**src/hdl/dcache_cfg.svh**
```systemverilog
`ifndef DCACHE_CFG_SVH
`define DCACHE_CFG_SVH

// address split is tag | index | offset
`define DC_ADDR_WIDTH	32
`define DC_OFFSET_WIDTH	6
`define DC_INDEX_WIDTH	6	// 64 sets
`define DC_TAG_WIDTH	20

`define DC_TID_WIDTH	8	// read transaction id

// in-flight request fifo
`define DC_FIFO_DEPTH	4
`define DC_FIFO_AFULL	3	// fill level where afull rises

`endif

```
**src/hdl/dcache_meta_pkg.sv**
```systemverilog
`include "dcache_cfg.svh"

package dcache_meta_pkg;

	typedef enum logic {
		S_IDLE = 1'b0,
		S_REQ  = 1'b1	// tag read pending
	} ext_state_e;

	typedef enum logic {
		LK_MISS = 1'b0,
		LK_HIT  = 1'b1
	} lookup_e;

	typedef logic [`DC_INDEX_WIDTH-1:0] set_idx_t;
	typedef logic [`DC_TAG_WIDTH-1:0]   tag_t;

endpackage

```
**src/hdl/dcache_req_pkg.sv**
```systemverilog
`include "dcache_cfg.svh"

package dcache_req_pkg;

	// op bit of a fifo entry and the kind of a result
	typedef enum logic {
		OP_READ  = 1'b0,
		OP_WRITE = 1'b1
	} acc_op_e;

	typedef logic [`DC_ADDR_WIDTH-1:0] addr_t;
	typedef logic [`DC_TID_WIDTH-1:0]  tid_t;	// 0 is kept for writes

endpackage

```
**src/hdl/dcache_tag_top.sv**
```systemverilog
`timescale 1ns/1ps

module dcache_tag_top (
	input  logic                    clk,
	input  logic                    rst_n,
	input  logic                    rd_valid_i,
	input  dcache_req_pkg::addr_t   rd_addr_i,
	output logic                    rd_ready_o,
	input  logic                    wr_valid_i,
	input  dcache_req_pkg::addr_t   wr_addr_i,
	output logic                    wr_ready_o,
	output logic                    res_valid_o,
	output logic                    res_hit_o,
	output dcache_req_pkg::acc_op_e res_op_o,
	output dcache_req_pkg::tid_t    res_tid_o,
	output dcache_req_pkg::addr_t   res_addr_o
);

	logic                      tag_rd_valid, tag_rd_ready;
	dcache_meta_pkg::set_idx_t tag_rd_index;
	logic                      tag_fifo_afull;
	logic                      fifo_wr_en, fifo_rd_en;
	dcache_req_pkg::acc_op_e   fifo_wr_op, fifo_rd_op;
	dcache_req_pkg::tid_t      fifo_wr_tid, fifo_rd_tid;
	dcache_req_pkg::addr_t     fifo_wr_addr, fifo_rd_addr;
	logic                      tag_resp_valid, tag_resp_valid_bit;
	dcache_meta_pkg::tag_t     tag_resp_tag;
	logic                      tag_wr_en;
	dcache_meta_pkg::set_idx_t tag_wr_index;
	dcache_meta_pkg::tag_t     tag_wr_tag;

	index_extractor u_extractor (
		.clk(clk), .rst_n(rst_n),
		.rd_valid_i(rd_valid_i), .rd_addr_i(rd_addr_i), .rd_ready_o(rd_ready_o),
		.wr_valid_i(wr_valid_i), .wr_addr_i(wr_addr_i), .wr_ready_o(wr_ready_o),
		.tag_rd_valid_o(tag_rd_valid), .tag_rd_index_o(tag_rd_index),
		.tag_rd_ready_i(tag_rd_ready), .fifo_afull_i(tag_fifo_afull),
		.fifo_wr_en_o(fifo_wr_en), .fifo_wr_op_o(fifo_wr_op),
		.fifo_wr_tid_o(fifo_wr_tid), .fifo_wr_addr_o(fifo_wr_addr)
	);

	tag_fifo u_fifo (
		.clk(clk), .rst_n(rst_n),
		.wr_en_i(fifo_wr_en), .wr_op_i(fifo_wr_op), .wr_tid_i(fifo_wr_tid),
		.wr_addr_i(fifo_wr_addr), .rd_en_i(fifo_rd_en), .rd_op_o(fifo_rd_op),
		.rd_tid_o(fifo_rd_tid), .rd_addr_o(fifo_rd_addr), .afull_o(tag_fifo_afull)
	);

	tag_array u_tags (
		.clk(clk), .rst_n(rst_n),
		.rd_valid_i(tag_rd_valid), .rd_index_i(tag_rd_index), .rd_ready_o(tag_rd_ready),
		.wr_en_i(tag_wr_en), .wr_index_i(tag_wr_index), .wr_tag_i(tag_wr_tag),
		.resp_valid_o(tag_resp_valid), .resp_valid_bit_o(tag_resp_valid_bit),
		.resp_tag_o(tag_resp_tag)
	);

	hit_checker u_checker (
		.clk(clk), .rst_n(rst_n),
		.resp_valid_i(tag_resp_valid), .resp_valid_bit_i(tag_resp_valid_bit),
		.resp_tag_i(tag_resp_tag), .fifo_rd_en_o(fifo_rd_en),
		.fifo_op_i(fifo_rd_op), .fifo_tid_i(fifo_rd_tid), .fifo_addr_i(fifo_rd_addr),
		.tag_wr_en_o(tag_wr_en), .tag_wr_index_o(tag_wr_index), .tag_wr_tag_o(tag_wr_tag),
		.res_valid_o(res_valid_o), .res_hit_o(res_hit_o), .res_op_o(res_op_o),
		.res_tid_o(res_tid_o), .res_addr_o(res_addr_o)
	);

endmodule

```
**src/hdl/hit_checker.sv**
```systemverilog
`timescale 1ns/1ps
`include "dcache_cfg.svh"

module hit_checker (
	input  logic                      clk,
	input  logic                      rst_n,
	input  logic                      resp_valid_i,
	input  logic                      resp_valid_bit_i,
	input  dcache_meta_pkg::tag_t     resp_tag_i,
	output logic                      fifo_rd_en_o,
	input  dcache_req_pkg::acc_op_e   fifo_op_i,
	input  dcache_req_pkg::tid_t      fifo_tid_i,
	input  dcache_req_pkg::addr_t     fifo_addr_i,
	output logic                      tag_wr_en_o,
	output dcache_meta_pkg::set_idx_t tag_wr_index_o,
	output dcache_meta_pkg::tag_t     tag_wr_tag_o,
	output logic                      res_valid_o,
	output logic                      res_hit_o,
	output dcache_req_pkg::acc_op_e   res_op_o,
	output dcache_req_pkg::tid_t      res_tid_o,
	output dcache_req_pkg::addr_t     res_addr_o
);

	dcache_meta_pkg::tag_t    addr_tag;
	dcache_meta_pkg::lookup_e lookup;
	dcache_meta_pkg::lookup_e res_lookup;

	// responses come back in request order, so the head is ours
	assign fifo_rd_en_o = resp_valid_i;
	assign addr_tag     = fifo_addr_i[`DC_ADDR_WIDTH-1 -: `DC_TAG_WIDTH];
	assign lookup       = (resp_valid_bit_i && (resp_tag_i == addr_tag)) ?
		dcache_meta_pkg::LK_HIT : dcache_meta_pkg::LK_MISS;

	always_ff @(posedge clk) begin
		if (!rst_n) begin
			res_valid_o <= 1'b0;
			tag_wr_en_o <= 1'b0;
		end else begin
			res_valid_o <= resp_valid_i;
			tag_wr_en_o <= resp_valid_i;	// every access allocates
		end
	end

	always_ff @(posedge clk) begin
		if (resp_valid_i) begin
			res_lookup     <= lookup;
			res_op_o       <= fifo_op_i;
			res_tid_o      <= fifo_tid_i;
			res_addr_o     <= fifo_addr_i;
			tag_wr_index_o <= fifo_addr_i[`DC_OFFSET_WIDTH +: `DC_INDEX_WIDTH];
			tag_wr_tag_o   <= addr_tag;
		end
	end

	assign res_hit_o = (res_lookup == dcache_meta_pkg::LK_HIT);

endmodule

```
**src/hdl/index_extractor.sv**
```systemverilog
`timescale 1ns/1ps
`include "dcache_cfg.svh"

module index_extractor (
	input  logic                      clk,
	input  logic                      rst_n,
	input  logic                      rd_valid_i,
	input  dcache_req_pkg::addr_t     rd_addr_i,
	output logic                      rd_ready_o,
	input  logic                      wr_valid_i,
	input  dcache_req_pkg::addr_t     wr_addr_i,
	output logic                      wr_ready_o,
	output logic                      tag_rd_valid_o,
	output dcache_meta_pkg::set_idx_t tag_rd_index_o,
	input  logic                      tag_rd_ready_i,
	input  logic                      fifo_afull_i,
	output logic                      fifo_wr_en_o,
	output dcache_req_pkg::acc_op_e   fifo_wr_op_o,
	output dcache_req_pkg::tid_t      fifo_wr_tid_o,
	output dcache_req_pkg::addr_t     fifo_wr_addr_o
);

	dcache_meta_pkg::ext_state_e state, state_n;
	logic                        wr_turn;	// write wins the next tie
	dcache_req_pkg::tid_t        tid;
	logic                        can_take;
	logic                        grant_rd;
	logic                        grant_wr;
	logic                        take;
	dcache_req_pkg::addr_t       grant_addr;

	assign can_take   = (state == dcache_meta_pkg::S_IDLE) && !fifo_afull_i;
	assign grant_rd   = can_take && rd_valid_i && (!wr_valid_i || !wr_turn);
	assign grant_wr   = can_take && wr_valid_i && (!rd_valid_i || wr_turn);
	assign take       = grant_rd || grant_wr;
	assign grant_addr = grant_rd ? rd_addr_i : wr_addr_i;

	assign rd_ready_o     = grant_rd;
	assign wr_ready_o     = grant_wr;
	assign tag_rd_valid_o = (state == dcache_meta_pkg::S_REQ);	// held until accepted

	always_comb begin
		state_n = state;
		case (state)
			dcache_meta_pkg::S_IDLE: begin
				if (take)
					state_n = dcache_meta_pkg::S_REQ;
			end
			dcache_meta_pkg::S_REQ: begin
				if (tag_rd_ready_i)
					state_n = dcache_meta_pkg::S_IDLE;
			end
			default: state_n = dcache_meta_pkg::S_IDLE;
		endcase
	end

	always_ff @(posedge clk) begin
		if (!rst_n) begin
			state        <= dcache_meta_pkg::S_IDLE;
			wr_turn      <= 1'b0;
			tid          <= dcache_req_pkg::tid_t'(1);
			fifo_wr_en_o <= 1'b0;
		end else begin
			state        <= state_n;
			fifo_wr_en_o <= take;	// single cycle push
			if (grant_rd)
				wr_turn <= 1'b1;
			else if (grant_wr)
				wr_turn <= 1'b0;
			// skip 0 on wrap since writes own it
			if (grant_rd)
				tid <= (&tid) ? dcache_req_pkg::tid_t'(1) : tid + 1'b1;
		end
	end

	always_ff @(posedge clk) begin
		if (take) begin
			tag_rd_index_o <= grant_addr[`DC_OFFSET_WIDTH +: `DC_INDEX_WIDTH];
			fifo_wr_addr_o <= grant_addr;
			fifo_wr_op_o   <= grant_rd ? dcache_req_pkg::OP_READ : dcache_req_pkg::OP_WRITE;
			fifo_wr_tid_o  <= grant_rd ? tid : '0;
		end
	end

endmodule

```
**src/hdl/tag_array.sv**
```systemverilog
`timescale 1ns/1ps
`include "dcache_cfg.svh"

module tag_array (
	input  logic                      clk,
	input  logic                      rst_n,
	input  logic                      rd_valid_i,
	input  dcache_meta_pkg::set_idx_t rd_index_i,
	output logic                      rd_ready_o,
	input  logic                      wr_en_i,
	input  dcache_meta_pkg::set_idx_t wr_index_i,
	input  dcache_meta_pkg::tag_t     wr_tag_i,
	output logic                      resp_valid_o,
	output logic                      resp_valid_bit_o,
	output dcache_meta_pkg::tag_t     resp_tag_o
);

	localparam int SETS = 1 << `DC_INDEX_WIDTH;

	dcache_meta_pkg::tag_t     tags [SETS];
	logic [SETS-1:0]           valid_bits;
	logic                      rd_fire;
	logic                      s1_valid, s2_valid;
	dcache_meta_pkg::set_idx_t s1_index, s2_index;
	logic                      s1_vbit, s2_vbit;
	dcache_meta_pkg::tag_t     s1_tag, s2_tag;
	logic                      s1_fwd, s2_fwd;

	assign rd_ready_o = !wr_en_i;	// single port where write wins
	assign rd_fire    = rd_valid_i && rd_ready_o;
	assign s1_fwd     = wr_en_i && (wr_index_i == s1_index);
	assign s2_fwd     = wr_en_i && (wr_index_i == s2_index);

	always_ff @(posedge clk) begin
		if (wr_en_i)
			tags[wr_index_i] <= wr_tag_i;
	end

	always_ff @(posedge clk) begin
		if (!rst_n) begin
			valid_bits <= '0;
			s1_valid   <= 1'b0;
			s2_valid   <= 1'b0;
		end else begin
			if (wr_en_i)
				valid_bits[wr_index_i] <= 1'b1;
			s1_valid <= rd_fire;
			s2_valid <= s1_valid;
		end
	end

	always_ff @(posedge clk) begin
		if (rd_fire) begin
			s1_index <= rd_index_i;
			s1_tag   <= tags[rd_index_i];
			s1_vbit  <= valid_bits[rd_index_i];
		end
		s2_index <= s1_index;
		s2_tag   <= s1_fwd ? wr_tag_i : s1_tag;	// write landed while in stage 1
		s2_vbit  <= s1_fwd | s1_vbit;
	end

	assign resp_valid_o     = s2_valid;
	assign resp_tag_o       = s2_fwd ? wr_tag_i : s2_tag;
	assign resp_valid_bit_o = s2_fwd | s2_vbit;

endmodule

```
**src/hdl/tag_fifo.sv**
```systemverilog
`timescale 1ns/1ps
`include "dcache_cfg.svh"

module tag_fifo (
	input  logic                    clk,
	input  logic                    rst_n,
	input  logic                    wr_en_i,
	input  dcache_req_pkg::acc_op_e wr_op_i,
	input  dcache_req_pkg::tid_t    wr_tid_i,
	input  dcache_req_pkg::addr_t   wr_addr_i,
	input  logic                    rd_en_i,
	output dcache_req_pkg::acc_op_e rd_op_o,
	output dcache_req_pkg::tid_t    rd_tid_o,
	output dcache_req_pkg::addr_t   rd_addr_o,
	output logic                    afull_o
);

	localparam int DEPTH   = `DC_FIFO_DEPTH;
	localparam int PTR_W   = $clog2(DEPTH);
	localparam int ENTRY_W = 1 + `DC_TID_WIDTH + `DC_ADDR_WIDTH;

	logic [ENTRY_W-1:0] mem [DEPTH];
	logic [PTR_W-1:0]   wr_ptr;
	logic [PTR_W-1:0]   rd_ptr;
	logic [PTR_W:0]     count;
	logic [ENTRY_W-1:0] head;

	always_ff @(posedge clk) begin
		if (wr_en_i)
			mem[wr_ptr] <= {wr_op_i, wr_tid_i, wr_addr_i};	// op | tid | addr
	end

	always_ff @(posedge clk) begin
		if (!rst_n) begin
			wr_ptr <= '0;
			rd_ptr <= '0;
			count  <= '0;
		end else begin
			if (wr_en_i)
				wr_ptr <= wr_ptr + 1'b1;
			if (rd_en_i)
				rd_ptr <= rd_ptr + 1'b1;
			case ({wr_en_i, rd_en_i})
				2'b10:   count <= count + 1'b1;
				2'b01:   count <= count - 1'b1;
				default: count <= count;
			endcase
		end
	end

	// show-ahead head
	assign head      = mem[rd_ptr];
	assign rd_op_o   = dcache_req_pkg::acc_op_e'(head[ENTRY_W-1]);
	assign rd_tid_o  = head[`DC_ADDR_WIDTH +: `DC_TID_WIDTH];
	assign rd_addr_o = head[`DC_ADDR_WIDTH-1:0];
	assign afull_o   = (count >= `DC_FIFO_AFULL);

endmodule

```
**config.mk**
```make
export PLATFORM = sky130hd
export DESIGN_NAME = dcache_tag_top
export DESIGN_NICKNAME = d
export VERILOG_FILES = /design/src/hdl/dcache_meta_pkg.sv /design/src/hdl/dcache_req_pkg.sv /design/src/hdl/dcache_tag_top.sv /design/src/hdl/hit_checker.sv /design/src/hdl/index_extractor.sv /design/src/hdl/tag_array.sv /design/src/hdl/tag_fifo.sv
export VERILOG_INCLUDE_DIRS = /design/src /design/src/hdl
export SDC_FILE = /design/constraint.sdc
export NUM_CORES = 2
export LEC_CHECK = 0
export BUFFER_PORTS_ARGS = -buffer_cell sky130_fd_sc_hd__buf_4
export CAP_MARGIN = 20
export CORE_ASPECT_RATIO = 0.8
export CORE_MARGIN = 2
export CORE_UTILIZATION = 49
export CTS_CLUSTER_DIAMETER = 60
export DETAILED_ROUTE_END_ITERATION = 10
export GPL_ROUTABILITY_DRIVEN = 0
export MAX_ROUTING_LAYER = met4
export PLACE_DENSITY = 0.67
export SLEW_MARGIN = 20
export SYNTH_ARGS = -nofsm -noshare
export SYNTH_HDL_FRONTEND = slang
export SYNTH_SLANG_ARGS = --single-unit
export TNS_END_PERCENT = 100
```
**constraint.sdc**
```tcl
create_clock -name clk -period 2.7 [get_ports clk]
set_input_delay 0 -clock clk [delete_from_list [all_inputs] [get_ports clk]]
set_output_delay 0 -clock clk [all_outputs]
set_load 0.005 [all_outputs]
```
After elaboration in Yosys (flattened, before gate mapping)
Memories as Yosys holds them, arrays and structs flattened. A register that Yosys moved wholly into a read port is not among the register bits.
Cells that the tools add are included.
{"block": "word_totals", "regBits": 234, "latch_bits": 0, "ramBits": 1444, "rom_bits": 0, "in_bits": 68, "out_inout_bits": 45, "elab_cells": 88, "n_memories": 2}
{"block": "classes", "addsub": 5, "mul": 0, "div_mod_pow": 0, "order_cmp": 4, "n_eq_ne": 5, "shift": 0, "n_mux": 21, "bitwise": 4, "reduce_logical": 21}
{"memory": "u_tags.tags", "words": 64, "width": 20, "rd": 1, "rd_clocked_by_memory_dff": 1, "wr": 1, "line_no": "tag_array.sv:20", "text": "dcache_meta_pkg::tag_t tags [SETS];"}
{"memory": "u_fifo.mem", "words": 4, "width": 41, "rd": 1, "rd_clocked_by_memory_dff": 1, "wr": 1, "line_no": "tag_fifo.sv:22", "text": "logic [ENTRY_W-1:0] mem [DEPTH];"}
{"cell": "64-bit bitwise OR", "count": 1}
{"cell": "20-bit two-way mux", "count": 2}
{"cell": "32-bit two-way mux", "count": 1}
{"cell": "20-bit equality test", "count": 1}
{"cell": "6-bit by 7-bit < comparator with 1-bit output, second input constant", "count": 2}
{"cell": "6-bit equality test", "count": 2}
{"cell": "1-bit two-way mux", "count": 11}
{"cell": "1-bit logical AND", "count": 10}
{"cell": "8-bit by 1-bit adder with 8-bit output, second input constant", "count": 1}
{"cell": "8-bit two-way mux", "count": 1}
{"cell": "8-bit AND reduction", "count": 1}
{"cell": "1-bit binary-select mux with 6-bit select", "count": 1}
{"cell": "1-bit demux with 6-bit select", "count": 1}
{"cell": "6-bit by 1-bit >= comparator with 1-bit output, second input constant", "count": 1}
{"cell": "3-bit one-hot mux with 2 select lines", "count": 1}
{"cell": "1-bit logical NOT", "count": 5}
{"cell": "2-bit by 1-bit adder with 2-bit output, second input constant", "count": 2}
{"cell": "2-bit two-way mux", "count": 2}
{"cell": "2-bit nonzero test", "count": 2}
{"cell": "3-bit by 1-bit adder with 3-bit output, second input constant", "count": 1}
{"cell": "3-bit by 2-bit >= comparator with 1-bit output, second input constant", "count": 1}
{"cell": "1-bit logical OR", "count": 3}
{"cell": "3-bit by 1-bit subtractor with 3-bit output, second input constant", "count": 1}
{"cell": "2-bit by 1-bit equality test with 1-bit output, second input constant", "count": 1}
{"cell": "4 further kinds", "count": 5}

Logic depth before layout (Yosys ltp)
{"block": "depth", "ltp_word": 8, "depth_mapped": 10}

By module
Synthesis repeated with hierarchy kept, for this count alone.
{"block": "unflattened", "hier_cells": 2897, "hier_area_um2": 63359.5}
{"mod": "tag_array", "n_inst": 1, "cells_per_inst": 2381, "area_per_inst_um2": 52944.5, "seq_area_each_um2": 41109.4}
{"mod": "tag_fifo", "n_inst": 1, "cells_per_inst": 260, "area_per_inst_um2": 6413.7, "seq_area_each_um2": 5104.9}
{"mod": "index_extractor", "n_inst": 1, "cells_per_inst": 157, "area_per_inst_um2": 2279.7, "seq_area_each_um2": 1451.4}
{"mod": "hit_checker", "n_inst": 1, "cells_per_inst": 99, "area_per_inst_um2": 1721.7, "seq_area_each_um2": 1281.2}

Least setup slack after synthesis
Ideal clock, no wire load.
{"block": "synth_path", "path_type": "reg-to-reg", "startpoint": "reg, netlist name u_extractor.fifo_wr_addr_o[7]", "endpoint": "reg u_tags.s1_tag[0], read port of u_tags.tags, data pin", "setup_ns": 0.272, "t_arrival_ns": 2.538, "required_ns": 2.428, "setup_slack_ns": -0.110, "stages_incl_launch_ff": 7, "path_cell_list": "edfxtp_1 -> clkbuf_1 -> clkbuf_1 -> clkbuf_1 -> mux4_2 -> mux4_2 -> mux4_2"}
{"item": "to (decl)", "line_no": "tag_array.sv:26", "text": "dcache_meta_pkg::tag_t s1_tag, s2_tag;"}

==> impl_metrics.yaml <==
worst_hold_path:
  hold_path.startpoint: "wr_addr_i[11]"
  min_path_type: "input pin to flop"
floorplan:
  die_x_microns: 405.6
  start_util: 0.4954
  dieArea_sq_um: 132000
  rows: 117
  io_pins: 113
  die_h_microns: 325.3
  core_area_sq_um: 127700
clock_tree:
  root_buffer: "clkbuf_16"
  htree_levels: 4
  clkLatencyLatePin_ns: 0.77
  clkTransAtPathRegs_ns: 0.07
  cts.sinks: 1668
  cts-buffers-inserted: 157
  cts_buffer_depth: 3
  cts_tree: "yes"
yosys:
  syn_area_sq_um: 63230
  synth_fa_ha_area_frac: 0.001504
  yosysSeqAreaShare: 0.7741
  synthArstFlopShare: 0
  syn_inst: 2769
  ys_warn_count: 0
  synth_top_family_by_area: "multiplexers"
  synth_top_area_frac: 0.7380
  syn_nets: 2844
  synth-compound-area-share: 0.01219
  avgSynthCellArea_sq_um: 22.84
  synth_mux_area_frac: 0.1769
  synth_top_area_cell: "edfxtp_1"
  synth_edf_count: 1554
  synth_ff_type: "edfxtp_1"
  synthDistinctLibCells: 50
  synth_area_leaders: "edfxtp_1 74%, mux4_2 17%, dfxtp_1 3.6%, o21a_1 0.77%, nand2_1 0.70%"
  synthSimpleGateAreaFrac: 0.01949
  synth_xor_area_frac: 0.004571
  synth_seq_cells: 1668
drt:
  drcViolationCount: 0
  routed_wl_mm: 158.8
  antenna_left: 0
  drt_iter0_markers: 5028
  drt-wirelength-per-cell_microns: 31.00
  vias_per_cell: 6.182
  firstDrtPassIters: 5
  vias: 31660
grt:
  grt_pass1_wl_mm: 225.6
  gr-total-overflow: 0
  grt_max_degree: 68
  grt_pass1_vias: 31640
  antenna_found_initial: 13
  grtUsageTotal: 0.2483
pwr:
  p_sw_frac: 0.2235
  p_seq_frac: 0.505
  leakagePower_nw: 24.39
  p_per_area_nw_per_um2: 758.9
  clkPwrFrac: 0.387
  power_frac_comb: 0.109
  ir_worst_vdd_uv: 617.5
  p_int_w: 0.04445
  finalPower_w: 0.05724
  p_sw_w: 0.01279
sta:
  finalHoldViolCount: 0
  slew_headroom: 0.4196
  period_minus_slack_ns: 2.937
  max_freq_ghz: 0.3405
  rsz0062_at_grt: "yes"
  fin_ws_ns: -0.2371
  fin_crit_sh: 1.088
  fin_skew_ns: 0.02867
  final_max_slew_viol_count: 0
  finalSetupViolations: 21
  worstMarginPinSlew_ns: 0.8706
  setup_tns_ns: -3.867
place:
  port_buffers: 112
  hpwl_mm: 91.50
  dp_worst_setup_slack_ns: -0.3213
worst_setup_path:
  worstSetupPathType: "flop to flop"
  crit_arrival_ns: 3.44
  critPathCaptureType: "flop"
  worstReg2RegStart: "u_extractor.fifo_wr_addr_o[6]"
  ff2ff_setup_slack_ns: -0.24
  crit_start: "u_extractor.fifo_wr_addr_o[6]"
  crit_path_max_fanout: 9
  start_kind: "flop"
  required_ns: 3.20
outcome:
  status: "complete, but fails checks"
  violations: "negative setup slack"
final_layout:
  nFillCells: 8859
  multi_input_area_sq_um: 13790
  seqCellArea_sq_um: 48960
  final_layout_size_suffix_gt1_frac: 0.3588
  syn_to_final_growth_pct: 19.28
  nets: 3337
  final_core_util: 0.5909
run:
  drv_cap: 0
==> worst paths after layout <==
| kind | endpoint | cells past startpoint |
|---|---|---|
| hold reg to reg | u_tags.s2_index[4] | 0 |
| setup reg to reg | u_tags.s1_tag[9] | 8 |
| setup / recovery | u_tags.s1_tag[9] | 8 |
| hold / removal | u_extractor.fifo_wr_addr_o[11] | 4 |
==> metrics by stage <==
| step | hold WS [ns] | area, sq um | cells |
|---|---|---|---|
| after floorplan | 0.1428 | 63300 | 2769 |
| after global placement | 0.2663 | 68630 | 4701 |
| after detailed placement | 0.2685 | 68630 | 4701 |
| after CTS | 0.0009105 | 74980 | 5090 |
| after global routing | 0.04590 | 75420 | 5119 |
| final | 0.04774 | 75420 | 5121 |
==> sequential cells by signal, summed over array words and instances, names as in the netlist, 20 cells and up, named ones only <==
| register | flops |
|---|---|
| u_tags.s2_tag | 20 |
| u_tags.s1_tag | 20 |
| u_fifo.mem | 164 |
| u_extractor.fifo_wr_addr_o | 32 |
| u_tags.valid_bits | 64 |
| u_tags.tags | 1280 |
| u_checker.res_addr_o | 32 |
==> layer usage <==
layer | GRT usage | part of all wire | vias up
met5 | - | 0 | -
met4 | 0.05754 | 0.017 | 0
met3 | 0.04351 | 0.10 | 214
met2 | 0.3705 | 0.47 | 1789
met1 | 0.3620 | 0.41 | 17040
li1 | - | - | 12610
==> synthesized netlist by cell type, types with 5 or more instances <==
cell type and n:
edfxtp_1 1554, mux4_2 477, nand2_1 118, dfxtp_1 114
clkbuf_1 73, nor2_1 73, o21a_1 65, buf_2 41
mux2_2 25, and2_1 24, inv_1 21, nand3_1 20
xnor2_1 20, mux2i_1 16, buf_1 15, xor2_1 13
o21ai_0 12, a21oi_1 7, nor2b_1 7, buf_6 6
ha_1 6, nand4_1 5
==> kinds of logic after synthesis <==
group | count (synthesis)
DFF | 1668
xor gates and xnor gates | 33
buffers and inverters | 161
and+or+nand+nor | 274
adders and majority gates | 7
muxes | 518
AOI/OAI and AO/OA | 108
==> final cells by class <==
cell class | count | share of cell area
Antenna cell | 4 | 0.0001327
Clock buffer | 214 | 0.05849
Clock inverter | 75 | 0.01038
Inverter | 22 | 0.001095
Multi-Input combinational cell | 940 | 0.1828
Sequential cell | 1668 | 0.6491
Tap cell | 1725 | 0.02862
Timing Repair Buffer | 473 | 0.06936
==> critical path, stage by stage (launching register included) <==
cell      delay, ns
edfxtp_1       0.37
buf_6          0.14
buf_12         0.16
buf_16         0.15
buf_12         0.15
buf_12         0.11
mux4_2         0.49
mux4_2         0.59
mux4_2         0.49
==> repair_timing <==
action	4_1_cts	5_1_grt
hold endpoints to repair	137	0
resized for setup	20	21
pin swaps	0	1
buffers inserted	20	21
setup endpoints to repair	22	23
cloned	4	6
hold buffers	76	0
==> layout by cell type, fill, tap and decap left out, drive strengths merged, types with 4 or more instances in the layout <==
| cell type | count |
|---|---|
| edfxtp | 1554 |
| mux4 | 477 |
| buf | 390 |
| clkbuf | 219 |
| nand2 | 118 |
| dfxtp | 114 |
| dlygate4sd3 | 76 |
| nor2 | 73 |
| o21a | 65 |
| clkinv | 49 |
| inv | 29 |
| mux2 | 25 |
| and2 | 24 |
| xnor2 | 20 |
| nand3 | 20 |
| mux2i | 16 |
| xor2 | 13 |
| o21ai | 12 |
| bufinv | 12 |
| a21oi | 7 |
| clkinvlp | 7 |
| nor2b | 7 |
| ha | 6 |
| nand4 | 5 |
| diode | 4 |
| nand3b | 4 |
| or3 | 4 |
| or2 | 4 |
| o211ai | 4 |
| a211oi | 4 |
==> power groups by stage <==
stage | Combinational [W] | Sequential [W] | Clock [W]
2_1_floorplan | 0.00338 | 0.0294 | 0
3_3_place_gp | 0.00558 | 0.0294 | 0
3_5_place_dp | 0.00567 | 0.0294 | 0
4_1_cts | 0.00605 | 0.0289 | 0.0224
5_1_grt | 0.00651 | 0.0289 | 0.0234
6_report | 0.00622 | 0.0289 | 0.0221
Note: power is estimated with default switching activity, not from simulation.
